$ cat src/rtl/conv_pkg.sv
package conv_pkg;

    // Default layer geometry, overridden through the top level parameters
    parameter int KERNEL_SIZE_DEF = 3;
    parameter int ROW_WIDTH_DEF = 8;
    parameter int IN_CHANNELS_DEF = 2;
    parameter int OUT_CHANNELS_DEF = 2;

    // Fixed-point scaling applied to every product
    parameter int WEIGHT_Q_SHIFT_DEF = 4;

    // Unsigned pixel value, input and output
    typedef logic [7:0] value_t;

    // Unsigned kernel weight
    typedef logic [7:0] weight_t;

    // Row tag carried from input row to output row
    typedef logic [3:0] tag_t;

    // Holds the sum of all shifted products before truncation to value_t
    typedef logic [19:0] acc_t;

endpackage
$ cat src/rtl/conv_row_layer.sv
`timescale 1ns/10ps

module conv_row_layer import conv_pkg::*; #(
    parameter int KERNEL_SIZE = KERNEL_SIZE_DEF,
    parameter int ROW_WIDTH = ROW_WIDTH_DEF,
    parameter int IN_CHANNELS = IN_CHANNELS_DEF,
    parameter int OUT_CHANNELS = OUT_CHANNELS_DEF,
    parameter int WEIGHT_Q_SHIFT = WEIGHT_Q_SHIFT_DEF,
    localparam int OUT_WIDTH = ROW_WIDTH - KERNEL_SIZE + 1,
    localparam int WT_BITS = OUT_CHANNELS * IN_CHANNELS * KERNEL_SIZE * KERNEL_SIZE
                             * $bits(weight_t),
    localparam int ROW_BITS = ROW_WIDTH * IN_CHANNELS * $bits(value_t),
    localparam int OUT_BITS = OUT_WIDTH * OUT_CHANNELS * $bits(value_t)
) (
    input  logic                clock_i,
    input  logic                reset_i,
    input  logic [WT_BITS-1:0]  weights_i,
    input  logic [ROW_BITS-1:0] in_row_i,
    input  logic                in_row_valid_i,
    input  logic                in_row_last_i,
    input  tag_t                in_row_tag_i,
    output logic                in_row_accept_o,
    output logic [OUT_BITS-1:0] out_row_o,
    output logic                out_row_valid_o,
    output logic                out_row_last_o,
    output tag_t                out_row_tag_o,
    input  logic                out_row_accept_i
);

    localparam int COL_W = (OUT_WIDTH > 1) ? $clog2(OUT_WIDTH) : 1;
    localparam int OC_W = (OUT_CHANNELS > 1) ? $clog2(OUT_CHANNELS) : 1;
    localparam int WIN_BITS = KERNEL_SIZE * KERNEL_SIZE * IN_CHANNELS * $bits(value_t);

    logic                shift_row;
    logic [COL_W-1:0]    col_sel;
    logic [WIN_BITS-1:0] window;
    logic [OC_W-1:0]     oc_sel;
    logic                issue;
    value_t              result;
    logic                result_valid;
    logic [OC_W-1:0]     result_oc;
    logic [COL_W-1:0]    result_col;
    logic                row_done;
    logic                row_last;
    tag_t                row_tag;
    logic                busy;

    line_window_buffer #(
        .KERNEL_SIZE(KERNEL_SIZE), .ROW_WIDTH(ROW_WIDTH), .IN_CHANNELS(IN_CHANNELS)
    ) line_window_buffer_i (
        .clock_i(clock_i), .reset_i(reset_i), .row_i(in_row_i), .shift_row_i(shift_row),
        .col_sel_i(col_sel), .window_o(window)
    );

    conv_mac #(
        .KERNEL_SIZE(KERNEL_SIZE), .ROW_WIDTH(ROW_WIDTH), .IN_CHANNELS(IN_CHANNELS),
        .OUT_CHANNELS(OUT_CHANNELS), .WEIGHT_Q_SHIFT(WEIGHT_Q_SHIFT)
    ) conv_mac_i (
        .clock_i(clock_i), .reset_i(reset_i), .weights_i(weights_i), .window_i(window),
        .issue_i(issue), .oc_sel_i(oc_sel), .col_i(col_sel), .result_o(result),
        .result_valid_o(result_valid), .result_oc_o(result_oc), .result_col_o(result_col)
    );

    conv_sequencer #(
        .KERNEL_SIZE(KERNEL_SIZE), .ROW_WIDTH(ROW_WIDTH), .OUT_CHANNELS(OUT_CHANNELS)
    ) conv_sequencer_i (
        .clock_i(clock_i), .reset_i(reset_i), .in_row_valid_i(in_row_valid_i),
        .in_row_last_i(in_row_last_i), .in_row_tag_i(in_row_tag_i),
        .result_valid_i(result_valid), .out_busy_i(busy), .in_row_accept_o(in_row_accept_o),
        .shift_row_o(shift_row), .col_sel_o(col_sel), .oc_sel_o(oc_sel), .issue_o(issue),
        .row_done_o(row_done), .row_last_o(row_last), .row_tag_o(row_tag)
    );

    output_row_buffer #(
        .ROW_WIDTH(ROW_WIDTH), .KERNEL_SIZE(KERNEL_SIZE), .OUT_CHANNELS(OUT_CHANNELS)
    ) output_row_buffer_i (
        .clock_i(clock_i), .reset_i(reset_i), .result_i(result),
        .result_valid_i(result_valid), .result_oc_i(result_oc), .result_col_i(result_col),
        .row_done_i(row_done), .row_last_i(row_last), .row_tag_i(row_tag),
        .out_row_accept_i(out_row_accept_i), .out_row_o(out_row_o),
        .out_row_valid_o(out_row_valid_o), .out_row_last_o(out_row_last_o),
        .out_row_tag_o(out_row_tag_o), .busy_o(busy)
    );

endmodule

$ cat src/rtl/output_row_buffer.sv
`timescale 1ns/10ps

module output_row_buffer import conv_pkg::*; #(
    parameter int ROW_WIDTH = ROW_WIDTH_DEF,
    parameter int KERNEL_SIZE = KERNEL_SIZE_DEF,
    parameter int OUT_CHANNELS = OUT_CHANNELS_DEF,
    localparam int OUT_WIDTH = ROW_WIDTH - KERNEL_SIZE + 1,
    localparam int COL_W = (OUT_WIDTH > 1) ? $clog2(OUT_WIDTH) : 1,
    localparam int OC_W = (OUT_CHANNELS > 1) ? $clog2(OUT_CHANNELS) : 1,
    localparam int OUT_BITS = OUT_WIDTH * OUT_CHANNELS * $bits(value_t)
) (
    input  logic                clock_i,
    input  logic                reset_i,
    input  value_t              result_i,
    input  logic                result_valid_i,
    input  logic [OC_W-1:0]     result_oc_i,
    input  logic [COL_W-1:0]    result_col_i,
    input  logic                row_done_i,
    input  logic                row_last_i,
    input  tag_t                row_tag_i,
    input  logic                out_row_accept_i,
    output logic [OUT_BITS-1:0] out_row_o,
    output logic                out_row_valid_o,
    output logic                out_row_last_o,
    output tag_t                out_row_tag_o,
    output logic                busy_o
);

    localparam int VB = $bits(value_t);

    logic [OUT_BITS-1:0] row_q;
    logic                valid_q;
    logic                last_q;
    tag_t                tag_q;

    assign out_row_o = row_q;
    assign out_row_valid_o = valid_q;
    assign out_row_last_o = last_q;
    assign out_row_tag_o = tag_q;
    assign busy_o = valid_q;

    // Element slot is pixel first, then output channel
    always_ff @(posedge clock_i) begin
        if (result_valid_i) begin
            row_q[(int'(result_col_i) * OUT_CHANNELS + int'(result_oc_i))*VB +: VB] <= result_i;
        end
        if (row_done_i) begin
            tag_q <= row_tag_i;
        end
    end

    always_ff @(posedge clock_i) begin
        if (reset_i) begin
            valid_q <= 1'b0;
            last_q <= 1'b0;
        end else if (row_done_i) begin
            valid_q <= 1'b1;
            last_q <= row_last_i;
        end else if (valid_q && out_row_accept_i) begin
            valid_q <= 1'b0;
            last_q <= 1'b0;
        end
    end

    // No new results may reach the row while it waits for the consumer
    a_hold_stable: assert property (
        @(posedge clock_i) disable iff (reset_i)
        out_row_valid_o && !out_row_accept_i |=>
            out_row_valid_o && $stable(out_row_o) && $stable(out_row_tag_o)
            && $stable(out_row_last_o)
    );

endmodule

$ cat src/rtl/conv_sequencer.sv
`timescale 1ns/10ps

module conv_sequencer import conv_pkg::*; #(
    parameter int KERNEL_SIZE = KERNEL_SIZE_DEF,
    parameter int ROW_WIDTH = ROW_WIDTH_DEF,
    parameter int OUT_CHANNELS = OUT_CHANNELS_DEF,
    localparam int OUT_WIDTH = ROW_WIDTH - KERNEL_SIZE + 1,
    localparam int COL_W = (OUT_WIDTH > 1) ? $clog2(OUT_WIDTH) : 1,
    localparam int OC_W = (OUT_CHANNELS > 1) ? $clog2(OUT_CHANNELS) : 1
) (
    input  logic             clock_i,
    input  logic             reset_i,
    input  logic             in_row_valid_i,
    input  logic             in_row_last_i,
    input  tag_t             in_row_tag_i,
    input  logic             result_valid_i,
    input  logic             out_busy_i,
    output logic             in_row_accept_o,
    output logic             shift_row_o,
    output logic [COL_W-1:0] col_sel_o,
    output logic [OC_W-1:0]  oc_sel_o,
    output logic             issue_o,
    output logic             row_done_o,
    output logic             row_last_o,
    output tag_t             row_tag_o
);

    localparam int CNT_W = $clog2(KERNEL_SIZE + 1);

    typedef enum logic [1:0] {
        WAIT_ROW,
        SWEEP,
        DRAIN,
        HOLD
    } state_t;

    state_t state_q;
    state_t state_d;

    // Number of rows held in the window up to KERNEL_SIZE
    logic [CNT_W-1:0] row_count_q;
    logic [COL_W-1:0] col_q;
    logic [OC_W-1:0]  oc_q;
    logic             row_done_q;
    logic             row_last_q;
    tag_t             row_tag_q;

    logic accept;
    logic window_full;
    logic sweep_end;

    assign accept = (state_q == WAIT_ROW) && in_row_valid_i && !out_busy_i;
    // This row completes a window once KERNEL_SIZE-1 rows are already held
    assign window_full = row_count_q >= CNT_W'(KERNEL_SIZE - 1);
    assign sweep_end = (col_q == COL_W'(OUT_WIDTH - 1)) && (oc_q == OC_W'(OUT_CHANNELS - 1));

    assign in_row_accept_o = accept;
    assign shift_row_o = accept;
    assign issue_o = (state_q == SWEEP);
    assign col_sel_o = col_q;
    assign oc_sel_o = oc_q;
    assign row_done_o = row_done_q;
    assign row_last_o = row_last_q;
    assign row_tag_o = row_tag_q;

    always_comb begin
        state_d = state_q;
        case (state_q)
            WAIT_ROW: begin
                if (accept && window_full) begin
                    state_d = SWEEP;
                end
            end
            SWEEP: begin
                if (sweep_end) begin
                    state_d = DRAIN;
                end
            end
            DRAIN: begin
                // Final result lands here one cycle after the last issue
                if (result_valid_i) begin
                    state_d = HOLD;
                end
            end
            HOLD: begin
                // Busy lags row_done by one cycle since output valid rises the edge after it
                if (!row_done_q && !out_busy_i) begin
                    state_d = WAIT_ROW;
                end
            end
            default: state_d = WAIT_ROW;
        endcase
    end

    always_ff @(posedge clock_i) begin
        if (reset_i) begin
            state_q <= WAIT_ROW;
            row_count_q <= '0;
            col_q <= '0;
            oc_q <= '0;
            row_done_q <= 1'b0;
            row_last_q <= 1'b0;
        end else begin
            state_q <= state_d;
            row_done_q <= (state_q == DRAIN) && result_valid_i;
            if (accept) begin
                row_last_q <= in_row_last_i;
                col_q <= '0;
                oc_q <= '0;
                // Image end empties the window for the next image
                if (in_row_last_i) begin
                    row_count_q <= '0;
                end else if (row_count_q != CNT_W'(KERNEL_SIZE)) begin
                    row_count_q <= row_count_q + 1'b1;
                end
            end
            // Channels in the inner loop and columns in the outer loop
            if (state_q == SWEEP) begin
                if (oc_q == OC_W'(OUT_CHANNELS - 1)) begin
                    oc_q <= '0;
                    col_q <= col_q + 1'b1;
                end else begin
                    oc_q <= oc_q + 1'b1;
                end
            end
        end
        if (accept) begin
            row_tag_q <= in_row_tag_i;
        end
    end

    // A pending output row keeps the sequencer out of WAIT_ROW
    a_idle_output_free: assert property (
        @(posedge clock_i) disable iff (reset_i)
        (state_q == WAIT_ROW) |-> !out_busy_i
    );

endmodule

$ cat src/rtl/conv_mac.sv
`timescale 1ns/10ps

module conv_mac import conv_pkg::*; #(
    parameter int KERNEL_SIZE = KERNEL_SIZE_DEF,
    parameter int ROW_WIDTH = ROW_WIDTH_DEF,
    parameter int IN_CHANNELS = IN_CHANNELS_DEF,
    parameter int OUT_CHANNELS = OUT_CHANNELS_DEF,
    parameter int WEIGHT_Q_SHIFT = WEIGHT_Q_SHIFT_DEF,
    localparam int OUT_WIDTH = ROW_WIDTH - KERNEL_SIZE + 1,
    localparam int COL_W = (OUT_WIDTH > 1) ? $clog2(OUT_WIDTH) : 1,
    localparam int OC_W = (OUT_CHANNELS > 1) ? $clog2(OUT_CHANNELS) : 1,
    localparam int TAPS = IN_CHANNELS * KERNEL_SIZE * KERNEL_SIZE,
    localparam int WT_BITS = OUT_CHANNELS * TAPS * $bits(weight_t),
    localparam int WIN_BITS = TAPS * $bits(value_t)
) (
    input  logic                clock_i,
    input  logic                reset_i,
    input  logic [WT_BITS-1:0]  weights_i,
    input  logic [WIN_BITS-1:0] window_i,
    input  logic                issue_i,
    input  logic [OC_W-1:0]     oc_sel_i,
    input  logic [COL_W-1:0]    col_i,
    output value_t              result_o,
    output logic                result_valid_o,
    output logic [OC_W-1:0]     result_oc_o,
    output logic [COL_W-1:0]    result_col_o
);

    localparam int VB = $bits(value_t);
    localparam int WB = $bits(weight_t);

    acc_t acc;

    // Dot product against the weight set of the selected output channel
    always_comb begin
        int w_idx;
        int p_idx;
        weight_t w;
        value_t p;
        acc = '0;
        for (int ic = 0; ic < IN_CHANNELS; ic++) begin
            for (int kr = 0; kr < KERNEL_SIZE; kr++) begin
                for (int kc = 0; kc < KERNEL_SIZE; kc++) begin
                    w_idx = int'(oc_sel_i) * TAPS + (ic * KERNEL_SIZE + kr) * KERNEL_SIZE + kc;
                    p_idx = (kr * KERNEL_SIZE + kc) * IN_CHANNELS + ic;
                    w = weights_i[w_idx*WB +: WB];
                    p = window_i[p_idx*VB +: VB];
                    // Each product is scaled before it is summed
                    acc = acc + ((acc_t'(w) * acc_t'(p)) >> WEIGHT_Q_SHIFT);
                end
            end
        end
    end

    always_ff @(posedge clock_i) begin
        if (reset_i) begin
            result_valid_o <= 1'b0;
        end else begin
            result_valid_o <= issue_i;
        end
        result_o <= value_t'(acc);
        result_oc_o <= oc_sel_i;
        result_col_o <= col_i;
    end

    // Issued positions must exist in the window and in the weight set
    a_issue_in_range: assert property (
        @(posedge clock_i) disable iff (reset_i)
        issue_i |-> (int'(col_i) < OUT_WIDTH) && (int'(oc_sel_i) < OUT_CHANNELS)
    );

endmodule

$ cat src/rtl/line_window_buffer.sv
`timescale 1ns/10ps

module line_window_buffer import conv_pkg::*; #(
    parameter int KERNEL_SIZE = KERNEL_SIZE_DEF,
    parameter int ROW_WIDTH = ROW_WIDTH_DEF,
    parameter int IN_CHANNELS = IN_CHANNELS_DEF,
    localparam int OUT_WIDTH = ROW_WIDTH - KERNEL_SIZE + 1,
    localparam int COL_W = (OUT_WIDTH > 1) ? $clog2(OUT_WIDTH) : 1,
    localparam int ROW_BITS = ROW_WIDTH * IN_CHANNELS * $bits(value_t),
    localparam int WIN_BITS = KERNEL_SIZE * KERNEL_SIZE * IN_CHANNELS * $bits(value_t)
) (
    input  logic                clock_i,
    input  logic                reset_i,
    input  logic [ROW_BITS-1:0] row_i,
    input  logic                shift_row_i,
    input  logic [COL_W-1:0]    col_sel_i,
    output logic [WIN_BITS-1:0] window_o
);

    localparam int VB = $bits(value_t);

    // Entry 0 is the oldest row and maps to kernel row 0
    logic [ROW_BITS-1:0] rows_q [KERNEL_SIZE];

    always_ff @(posedge clock_i) begin
        if (reset_i) begin
            for (int r = 0; r < KERNEL_SIZE; r++) begin
                rows_q[r] <= '0;
            end
        end else if (shift_row_i) begin
            // Oldest row drops out at the top
            for (int r = 0; r < KERNEL_SIZE - 1; r++) begin
                rows_q[r] <= rows_q[r + 1];
            end
            rows_q[KERNEL_SIZE - 1] <= row_i;
        end
    end

    // Column mux, window left edge at col_sel_i
    // Window order is kernel row, kernel column, then channel
    always_comb begin
        int src_idx;
        int dst_idx;
        window_o = '0;
        for (int kr = 0; kr < KERNEL_SIZE; kr++) begin
            for (int kc = 0; kc < KERNEL_SIZE; kc++) begin
                for (int ch = 0; ch < IN_CHANNELS; ch++) begin
                    src_idx = (int'(col_sel_i) + kc) * IN_CHANNELS + ch;
                    dst_idx = (kr * KERNEL_SIZE + kc) * IN_CHANNELS + ch;
                    window_o[dst_idx*VB +: VB] = rows_q[kr][src_idx*VB +: VB];
                end
            end
        end
    end

endmodule

$ cat config.mk
export PLATFORM = sky130hd
export DESIGN_NAME = conv_row_layer
export DESIGN_NICKNAME = d
export VERILOG_FILES = /design/src/rtl/conv_pkg.sv /design/src/rtl/conv_row_layer.sv /design/src/rtl/output_row_buffer.sv /design/src/rtl/conv_sequencer.sv /design/src/rtl/conv_mac.sv /design/src/rtl/line_window_buffer.sv
export SDC_FILE = /design/constraint.sdc
export NUM_CORES = 2
export LEC_CHECK = 0
export BUFFER_PORTS_ARGS = -buffer_cell sky130_fd_sc_hd__clkbuf_2
export CORE_UTILIZATION = 63
export CTS_CLUSTER_SIZE = 8
export DETAILED_ROUTE_END_ITERATION = 10
export GPL_TIMING_DRIVEN = 0
export PLACE_DENSITY = 0.87
export SYNTH_ARGS = -nofsm -noshare
export SYNTH_HDL_FRONTEND = slang
export SYNTH_HIERARCHICAL = 1
export SYNTH_SLANG_ARGS = --single-unit
$ cat constraint.sdc
create_clock -name clock_i -period 12.6 [get_ports clock_i]
set_clock_uncertainty 0.2 [all_clocks]
set_input_delay 0.63 -clock clock_i [delete_from_list [all_inputs] [get_ports clock_i]]
set_output_delay 0.63 -clock clock_i [all_outputs]
set_load 0.03 [all_outputs]
# --- Word-level counts from Yosys, hierarchy flattened ---
# Memories as Yosys holds them, arrays and structs flattened.
# Cells that the tools add are included.
word_totals:
  regBits: 129
  mem_bits_rw: 384
  n_memories: 1
mem_list:
  columns: ["name", "depth", "word_bits", "read_ports", "rd_clocked_by_memory_dff", "wr", "line", "rtl"]
  rows:
  - ["line_window_buffer_i.rows_q", 3, 128, 3, 0, 3, "line_window_buffer.sv:23", "logic [ROW_BITS-1:0] rows_q [KERNEL_SIZE];"]
classes:
  add_sub_neg: 44
  n_mul: 19
  n_lt_le_gt_ge: 1
  eq_ne: 9
  shift: 38
  n_mux: 25
  n_bitwise: 3
  n_reduce_logical: 15
op_table:
  columns: ["cell", "n"]
  rows:
  - ["variable part select 288 x 32 -> 8 bit", 17]
  - ["variable part select 128 x 32 -> 8 bit", 15]
  - ["2-to-1 mux 128 bit", 3]
  - ["variable part select 128 x 8 -> 8 bit", 3]
  - ["variable part select 288 x 10 -> 8 bit", 1]
  - ["adder 29 x 2 -> 29 bit (second input constant)", 8]
  - ["multiplier 8 x 8 -> 12 bit", 18]
  - ["adder 29 x 3 -> 29 bit (second input constant)", 7]
  - ["adder 8 bit", 17]
  - ["bitwise mux 96 bit", 1]
  - ["variable shift 8 x 33 -> 96 bit (first input constant)", 1]
  - ["variable part select 8 x 33 -> 96 bit", 1]
  - ["adder 29 x 5 -> 29 bit (second input constant)", 2]
  - ["negation 32 -> 33 bit", 1]
  - ["adder 29 x 4 -> 29 bit (second input constant)", 1]
  - ["2-to-1 mux 2 bit", 6]
  - ["2-to-1 mux 1 bit", 11]
  - ["2-to-1 mux 3 bit", 3]
  - ["one-hot mux 2 bit (4 select lines)", 1]
  - ["adder 6 x 4 -> 7 bit (second input constant)", 1]
  - ["logical AND 1 bit", 7]
  - ["inequality test 2 bit (second input constant)", 3]
  - ["nonzero test 2 bit", 3]
  - ["adder 4 x 1 -> 5 bit", 1]
  - ["other kinds (17)", 22]

# --- Logic depth before layout (Yosys ltp) ---
depth:
  word_depth: 21
  mapped_depth: 42

# --- By module ---
# The synthesis kept the hierarchy.
modules_own_cells:
  columns: ["mod", "n_inst", "cells_each", "area_each_um2", "seq_area_each_um2"]
  rows:
  - ["conv_mac", 1, 3717, 33382.0, 260.2]
  - ["line_window_buffer", 1, 1457, 21540.7, 11531.1]
  - ["output_row_buffer", 1, 276, 3973.8, 3042.9]
  - ["conv_sequencer", 1, 73, 686.9, 320.3]

# --- Worst setup path after synthesis ---
# OpenSTA, ideal clock, no wires.
synth_path:
  path_type: "register to register"
  start: "register conv_sequencer_i.oc_q, in the netlist conv_sequencer_i/oc_sel_o"
  end: "register conv_mac_i.result_o[7]"
  t_arrival_ns: 10.272
  t_required_ns: 12.270
  slack_ns: 1.999
  stages_incl_launch_ff: 39
  synth_period_minus_slack_ns: 10.601
  cell_sequence: "dfxtp_1 -> buf_6 -> buf_12 -> buf_6 -> buf_6 -> buf_6 -> buf_6 -> clkbuf_1 -> mux2i_1 -> nand2b_1 -> fa_1 -> fa_1 -> inv_1 -> fa_1 -> inv_1 -> fa_1 -> inv_1 -> ha_1 -> (+3 left out) -> inv_1 -> fa_1 -> inv_1 -> fa_1 -> fa_1 -> fa_1 -> inv_1 -> fa_1 -> inv_1 -> ha_1 -> a21oi_1 -> o21bai_1 -> a21oi_1 -> xnor2_1 -> xnor2_1 -> xnor2_1 -> xnor3_1 -> xnor3_1"
synth_via:
  elab_chain_cells: 21
  elab_cells_between_ends: 71
synth_rtl:
  columns: ["item", "line", "rtl"]
  rows:
  - ["start, declared", "conv_sequencer.sv:43", "logic [OC_W-1:0] oc_q;"]
  - ["start signal, assigned", "conv_sequencer.sv:123", "oc_q <= oc_q + 1'b1;"]
  - ["multiplier 1 x 4 -> 5 bit (*)", "conv_mac.sv:44", "w_idx = int'(oc_sel_i) * TAPS + (ic * KERNEL_SIZE + kr) * KERNEL_SIZE + kc;"]
  - ["adder 29 x 2 -> 29 bit", "conv_mac.sv:44", null]
  - ["variable part select 288 x 32 -> 8 bit", "conv_mac.sv:46", "w = weights_i[w_idx*WB +: WB];"]
  - ["multiplier 8 x 8 -> 12 bit", "conv_mac.sv:49", "acc = acc + ((acc_t'(w) * acc_t'(p)) >> WEIGHT_Q_SHIFT);"]
  - ["adder 8 bit (16 in a row)", "conv_mac.sv:49", null]
  - ["adder 8 bit (*)", "conv_mac.sv:49", null]
  - ["via conv_mac_i.acc[7]", "conv_mac.sv:32", "acc_t acc;"]
  - ["end signal, assigned", "conv_mac.sv:61", "result_o <= value_t'(acc);"]
  - ["end, declared", "conv_mac.sv:23", "output value_t result_o,"]
# The timed path passes the listed nets; every way through them passes the cells marked *.
# A chain may end at the register's enable or synchronous reset.

# --- Worst setup path in the final report ---
layout_path:
  start: "register conv_sequencer_i.col_q[0], in the netlist conv_sequencer_i/col_sel_o[0]"
  end: "register conv_mac_i.result_o[7]"
layout_via:
  elab_cells_between_ends: 58
layout_rtl:
  columns: ["item", "line", "rtl"]
  rows:
  - ["start, declared", "conv_sequencer.sv:42", "logic [COL_W-1:0] col_q;"]
  - ["start signal, assigned", "conv_sequencer.sv:121", "col_q <= col_q + 1'b1;"]
  - ["adder 3 x 2 -> 4 bit", "line_window_buffer.sv:48", "src_idx = (int'(col_sel_i) + kc) * IN_CHANNELS + ch;"]
  - ["adder 29 x 2 -> 29 bit", "line_window_buffer.sv:48", null]
  - ["variable part select 128 x 32 -> 8 bit", "line_window_buffer.sv:50", "window_o[dst_idx*VB +: VB] = rows_q[kr][src_idx*VB +: VB];"]
  - ["via window[137]", "conv_row_layer.sv:36", "logic [WIN_BITS-1:0] window;"]
  - ["multiplier 8 x 8 -> 12 bit", "conv_mac.sv:49", null]
  - ["adder 8 bit", "conv_mac.sv:49", null]
  - ["via conv_mac_i.acc[7]", "conv_mac.sv:32", null]
# The timed path passes the listed nets, and every way through them passes these cells.

==> summary by stage <==
Hold path
In this run the most critical hold path is launched from in_row_i[54]. The worst hold path was traced through 2 stages. For hold timing, the worst endpoint is line_window_buffer_i/rows_q[0][310].

In this run the worst hold path is classified as in -> reg.

Global route
The first global-routing pass estimated 286 mm of wire. The number of antenna violations at the first check in global routing came to 11. The total global routing overflow is 0. Across every metal layer, demand over resource in global routing totals 0.413. Entering global routing, the biggest net connects 73 pins. The number of global-route vias before repair came to 46400.

Final layout
In the final layout, the multi-input gates occupy 0.0403 mm2. The top cell types in the final layout, fill and taps aside, are 949 x inv_1, 657 x fa_1, 653 x and2_1. Leaving out fill and tap cells, the most frequent cell in the layout is inv_1. Summing all non-filler instances in the final layout gives an area of 0.0666 mm2.

The sequential cells in the finished layout cover a total of 0.0152 mm2. The number of fillers in the final layout is 6650. Measured on the finished design, the core utilization comes to 0.712. The number of nets in the layout is 7617. The layout-stage area growth over the synthesis result is 11.7%. In the final layout, the share of cells above drive strength 1 is 0.182.

Detailed routing
Detailed routing placed a total of 26.6 mm of wire on met3. In the routed layout, each cell is associated on average with a via count of 6.11. The number of detailed-route iterations in the first pass is 6. The count of nets left with antenna violations once routing finished came out at 0.

The sum of routed wire length over all layers is 194 mm. The uppermost signal routing layer after detailed routing is met5. The total number of vias is 45400. The routed metal-1 wire length is 66.1 mm. The average wire per standard cell is 26.1 um. In this run, the number of DRC markers left after iteration 0 of detailed routing was 5230. The detailed route wirelength on metal2 is 86.3 mm.

The number of remaining DRC errors is 0.

STA
After layout, the minimum clock period comes to 12.37 ns. The worst hold-check slack is 0.0540 ns. The headroom to the max-slew limit is -0.0977.

The worst path setup slack after routing is 0.227 ns. In the finished design, the share of the clock period the worst path needs comes to 0.982. The final hold violation count is 0. The final-report max-slew violation count is 25.

The maximum clock rate is 80.8 MHz. The setup violation total in the final timing report is 0. The transition time at the pin with the least slew margin is 1.63 ns.

Worst setup path
The most numerous cell type found on the critical path is fa_1. The critical register-to-register path startpoint is conv_sequencer_i/col_sel_o[0]. The kind of launch point of the worst setup path is a register. STA classifies the critical path endpoint as a register.

The family with the most delay on the worst path is adder cells. The depth of the worst register-to-register path is 37. For the worst setup path, the data required time is 12.86 ns. The critical path is of the reg -> reg type.

Data arrives at the worst endpoint at 12.64 ns. On the worst path, the slowest cell contributes a delay of 1.23 ns. Of all nets on the critical path, the largest fanout is 10. The number of buffers and inverters on the critical path is 7. The endpoint of the lowest-slack register-to-register path is conv_mac_i/result_o[7]. The slowest cell on the critical path is o21ai_0. The setup check on the worst reg-to-reg path leaves a slack of 0.23 ns.

Clocking
The clock latency on the worst-skew pair is 0.65 ns. The number of sinks on the clock net is 513. The TritonCTS clock tree is yes. The number of buffers on the longest clock path is 3. The tree is rooted in a clkbuf_16.

The number of buffers created by CTS is 74. The level count of the clock H-tree is 3. The register clock-pin slew on the reported worst setup and hold paths is 0.05 ns.

Placement
The detailed placement HPWL is 156 mm. The post-place setup slack is -0.968 ns. Once placement finished, the instance area stood at 0.0640 mm2. The count of buffers from port buffering is 527. The final estimated routing congestion in global placement is 1.03.

Synth
The cell area that synthesis handed to floorplanning was 0.0596 mm2. Counting flops with a built-in enable in the synthesized netlist gives 488. When the netlist entered floorplanning its net count stood at 6991. The cell count after synthesis came out at 5523. The fraction of registers with async set or reset after synthesis is 0. The number of warnings printed during yosys synthesis is 6. The most frequently used flop master after synthesis is edfxtp_1. The number of flip-flops and latches in the synthesized netlist is 513. The register area share after synthesis is 0.254.

In this run the mean area of a mapped cell was 10.8 um2. The number of different library cells in the post-synthesis netlist is 65.

Outcome
The checks that failed: capacitance limit, slew limit. The run finished, with violations left.

Die
The number of placed I/O pins is 528. The core region is 0.0935 mm2. The number of placement rows is 112. The vertical die dimension is 310 um. The die is 310 um wide.

The initial utilization of the core area, before any placement, comes to 0.637. The area of the die is 0.0958 mm2.

Job
The number of violations of the max-capacitance limit is 3.
## metrics by stage
| stage | cells | TNS (ns) |
|---|---|---|
| 5_1_grt | 7428 | -0.00509 |
| 3_5_place_dp | 7315 | -0.968 |
| 2_1_floorplan | 5523 | 0 |
| 4_1_cts | 7419 | 0 |
| 3_3_place_gp | 7304 | -1.38 |
| 6_report | 7432 | 0 |
## Yosys cell counts, types with 3 or more instances
master,instances,area share
a21o_1,31,0.0039
a21oi_1,124,0.010
a22o_1,31,0.0046
a2bb2oi_1,24,0.0035
a31oi_1,5,0.00052
and2_1,653,0.069
and2_2,7,0.00088
and2b_1,7,0.00088
and3_1,42,0.0044
buf_1,5,0.00032
buf_2,40,0.0034
buf_4,25,0.0031
buf_6,15,0.0028
clkbuf_1,73,0.0046
dfxtp_1,25,0.0084
edfxtp_1,488,0.25
fa_1,657,0.22
ha_1,386,0.081
inv_1,949,0.060
mux2_2,114,0.022
mux2_4,33,0.0083
mux2i_1,142,0.024
mux2i_2,3,0.00069
mux4_2,182,0.069
nand2_1,378,0.024
nand2_2,3,0.00032
nand2b_1,94,0.0099
nand3_1,10,0.00084
nand3b_1,11,0.0014
nor2_1,104,0.0066
nor2b_1,356,0.037
nor3_1,21,0.0018
nor4b_1,15,0.0022
o21ai_0,63,0.0053
o21bai_1,45,0.0057
o22ai_1,24,0.0025
o41ai_1,4,0.00059
or3_1,3,0.00032
xnor2_1,224,0.033
xnor3_1,6,0.0023
xor2_1,70,0.010
## logic make-up (layout without fill, tap and decap cells)
logic type               Yosys count  in the layout  synth area share
flip-flops                       513            513             0.254
AND/OR/NAND/NOR                 1720           1720             0.161
other                              0              5                 0
XOR/XNOR                         303            303            0.0463
buffers and inverters           1111           1761            0.0748
multiplexers                     474            474             0.123
adder cells (fa/ha/maj)         1043           1043             0.302
AO/OA/AOI/OAI                    359            359            0.0381
## metal layers
metal,vias up,GRT usage
met5,-,0
met4,8,0.282
met1,22300,0.494
li1,19200,-
met2,3187,0.632
met3,765,0.139
## area by class of cell
cell class	count	area share
diodes	5	0.000188
plain buffers	161	0.0140
clock buffers	92	0.0288
clock inverters	8	0.00258
inverters	949	0.0535
multi-input cells	3899	0.605
flip-flops and latches	513	0.228
well taps	1254	0.0236
repair buffers	551	0.0447
## worst max path at each step
| stage | cells past startpoint | startpoint | end |
|---|---|---|---|
| floorplan | 38 | conv_sequencer_i/oc_sel_o | conv_mac_i/result_o[7] |
| global placement | 38 | conv_sequencer_i/oc_sel_o | conv_mac_i/result_o[7] |
| detailed placement | 39 | conv_sequencer_i/oc_sel_o | conv_mac_i/result_o[7] |
| CTS | 37 | conv_sequencer_i/oc_sel_o | conv_mac_i/result_o[7] |
| global route | 36 | conv_sequencer_i/col_sel_o[0] | conv_mac_i/result_o[7] |
| finish | 37 | conv_sequencer_i/col_sel_o[0] | conv_mac_i/result_o[7] |
## sequential cells by signal (all words and copies together) (netlist names)
| name | flops |
|---|---|
| conv_mac_i/result_col_o | 3 |
| conv_mac_i/result_o | 8 |
| conv_mac_i/result_oc_o | 1 |
| conv_mac_i/result_valid_o | 1 |
| conv_sequencer_i/col_sel_o | 3 |
| conv_sequencer_i/oc_sel_o | 1 |
| conv_sequencer_i/row_count_q | 2 |
| conv_sequencer_i/row_done_o | 1 |
| conv_sequencer_i/row_last_o | 1 |
| conv_sequencer_i/row_tag_o | 4 |
| conv_sequencer_i/state_q | 2 |
| line_window_buffer_i/rows_q | 384 |
| output_row_buffer_i/busy_o | 1 |
| output_row_buffer_i/out_row_last_o | 1 |
| output_row_buffer_i/out_row_o | 96 |
| output_row_buffer_i/out_row_tag_o | 4 |
## repair_timing
action | 4_1_cts | 5_1_grt
endpoints found under the hold margin | 4 | 0
endpoints found under the setup margin | 1 | 1
pin swaps | 0 | 2
resized for setup | 31 | 58
setup buffers | 0 | 8
hold buffers | 4 | 0
Power is left out: the tool's default activity adds up to more than one toggle a clock period on the data nets, which glitch-free logic cannot reach.
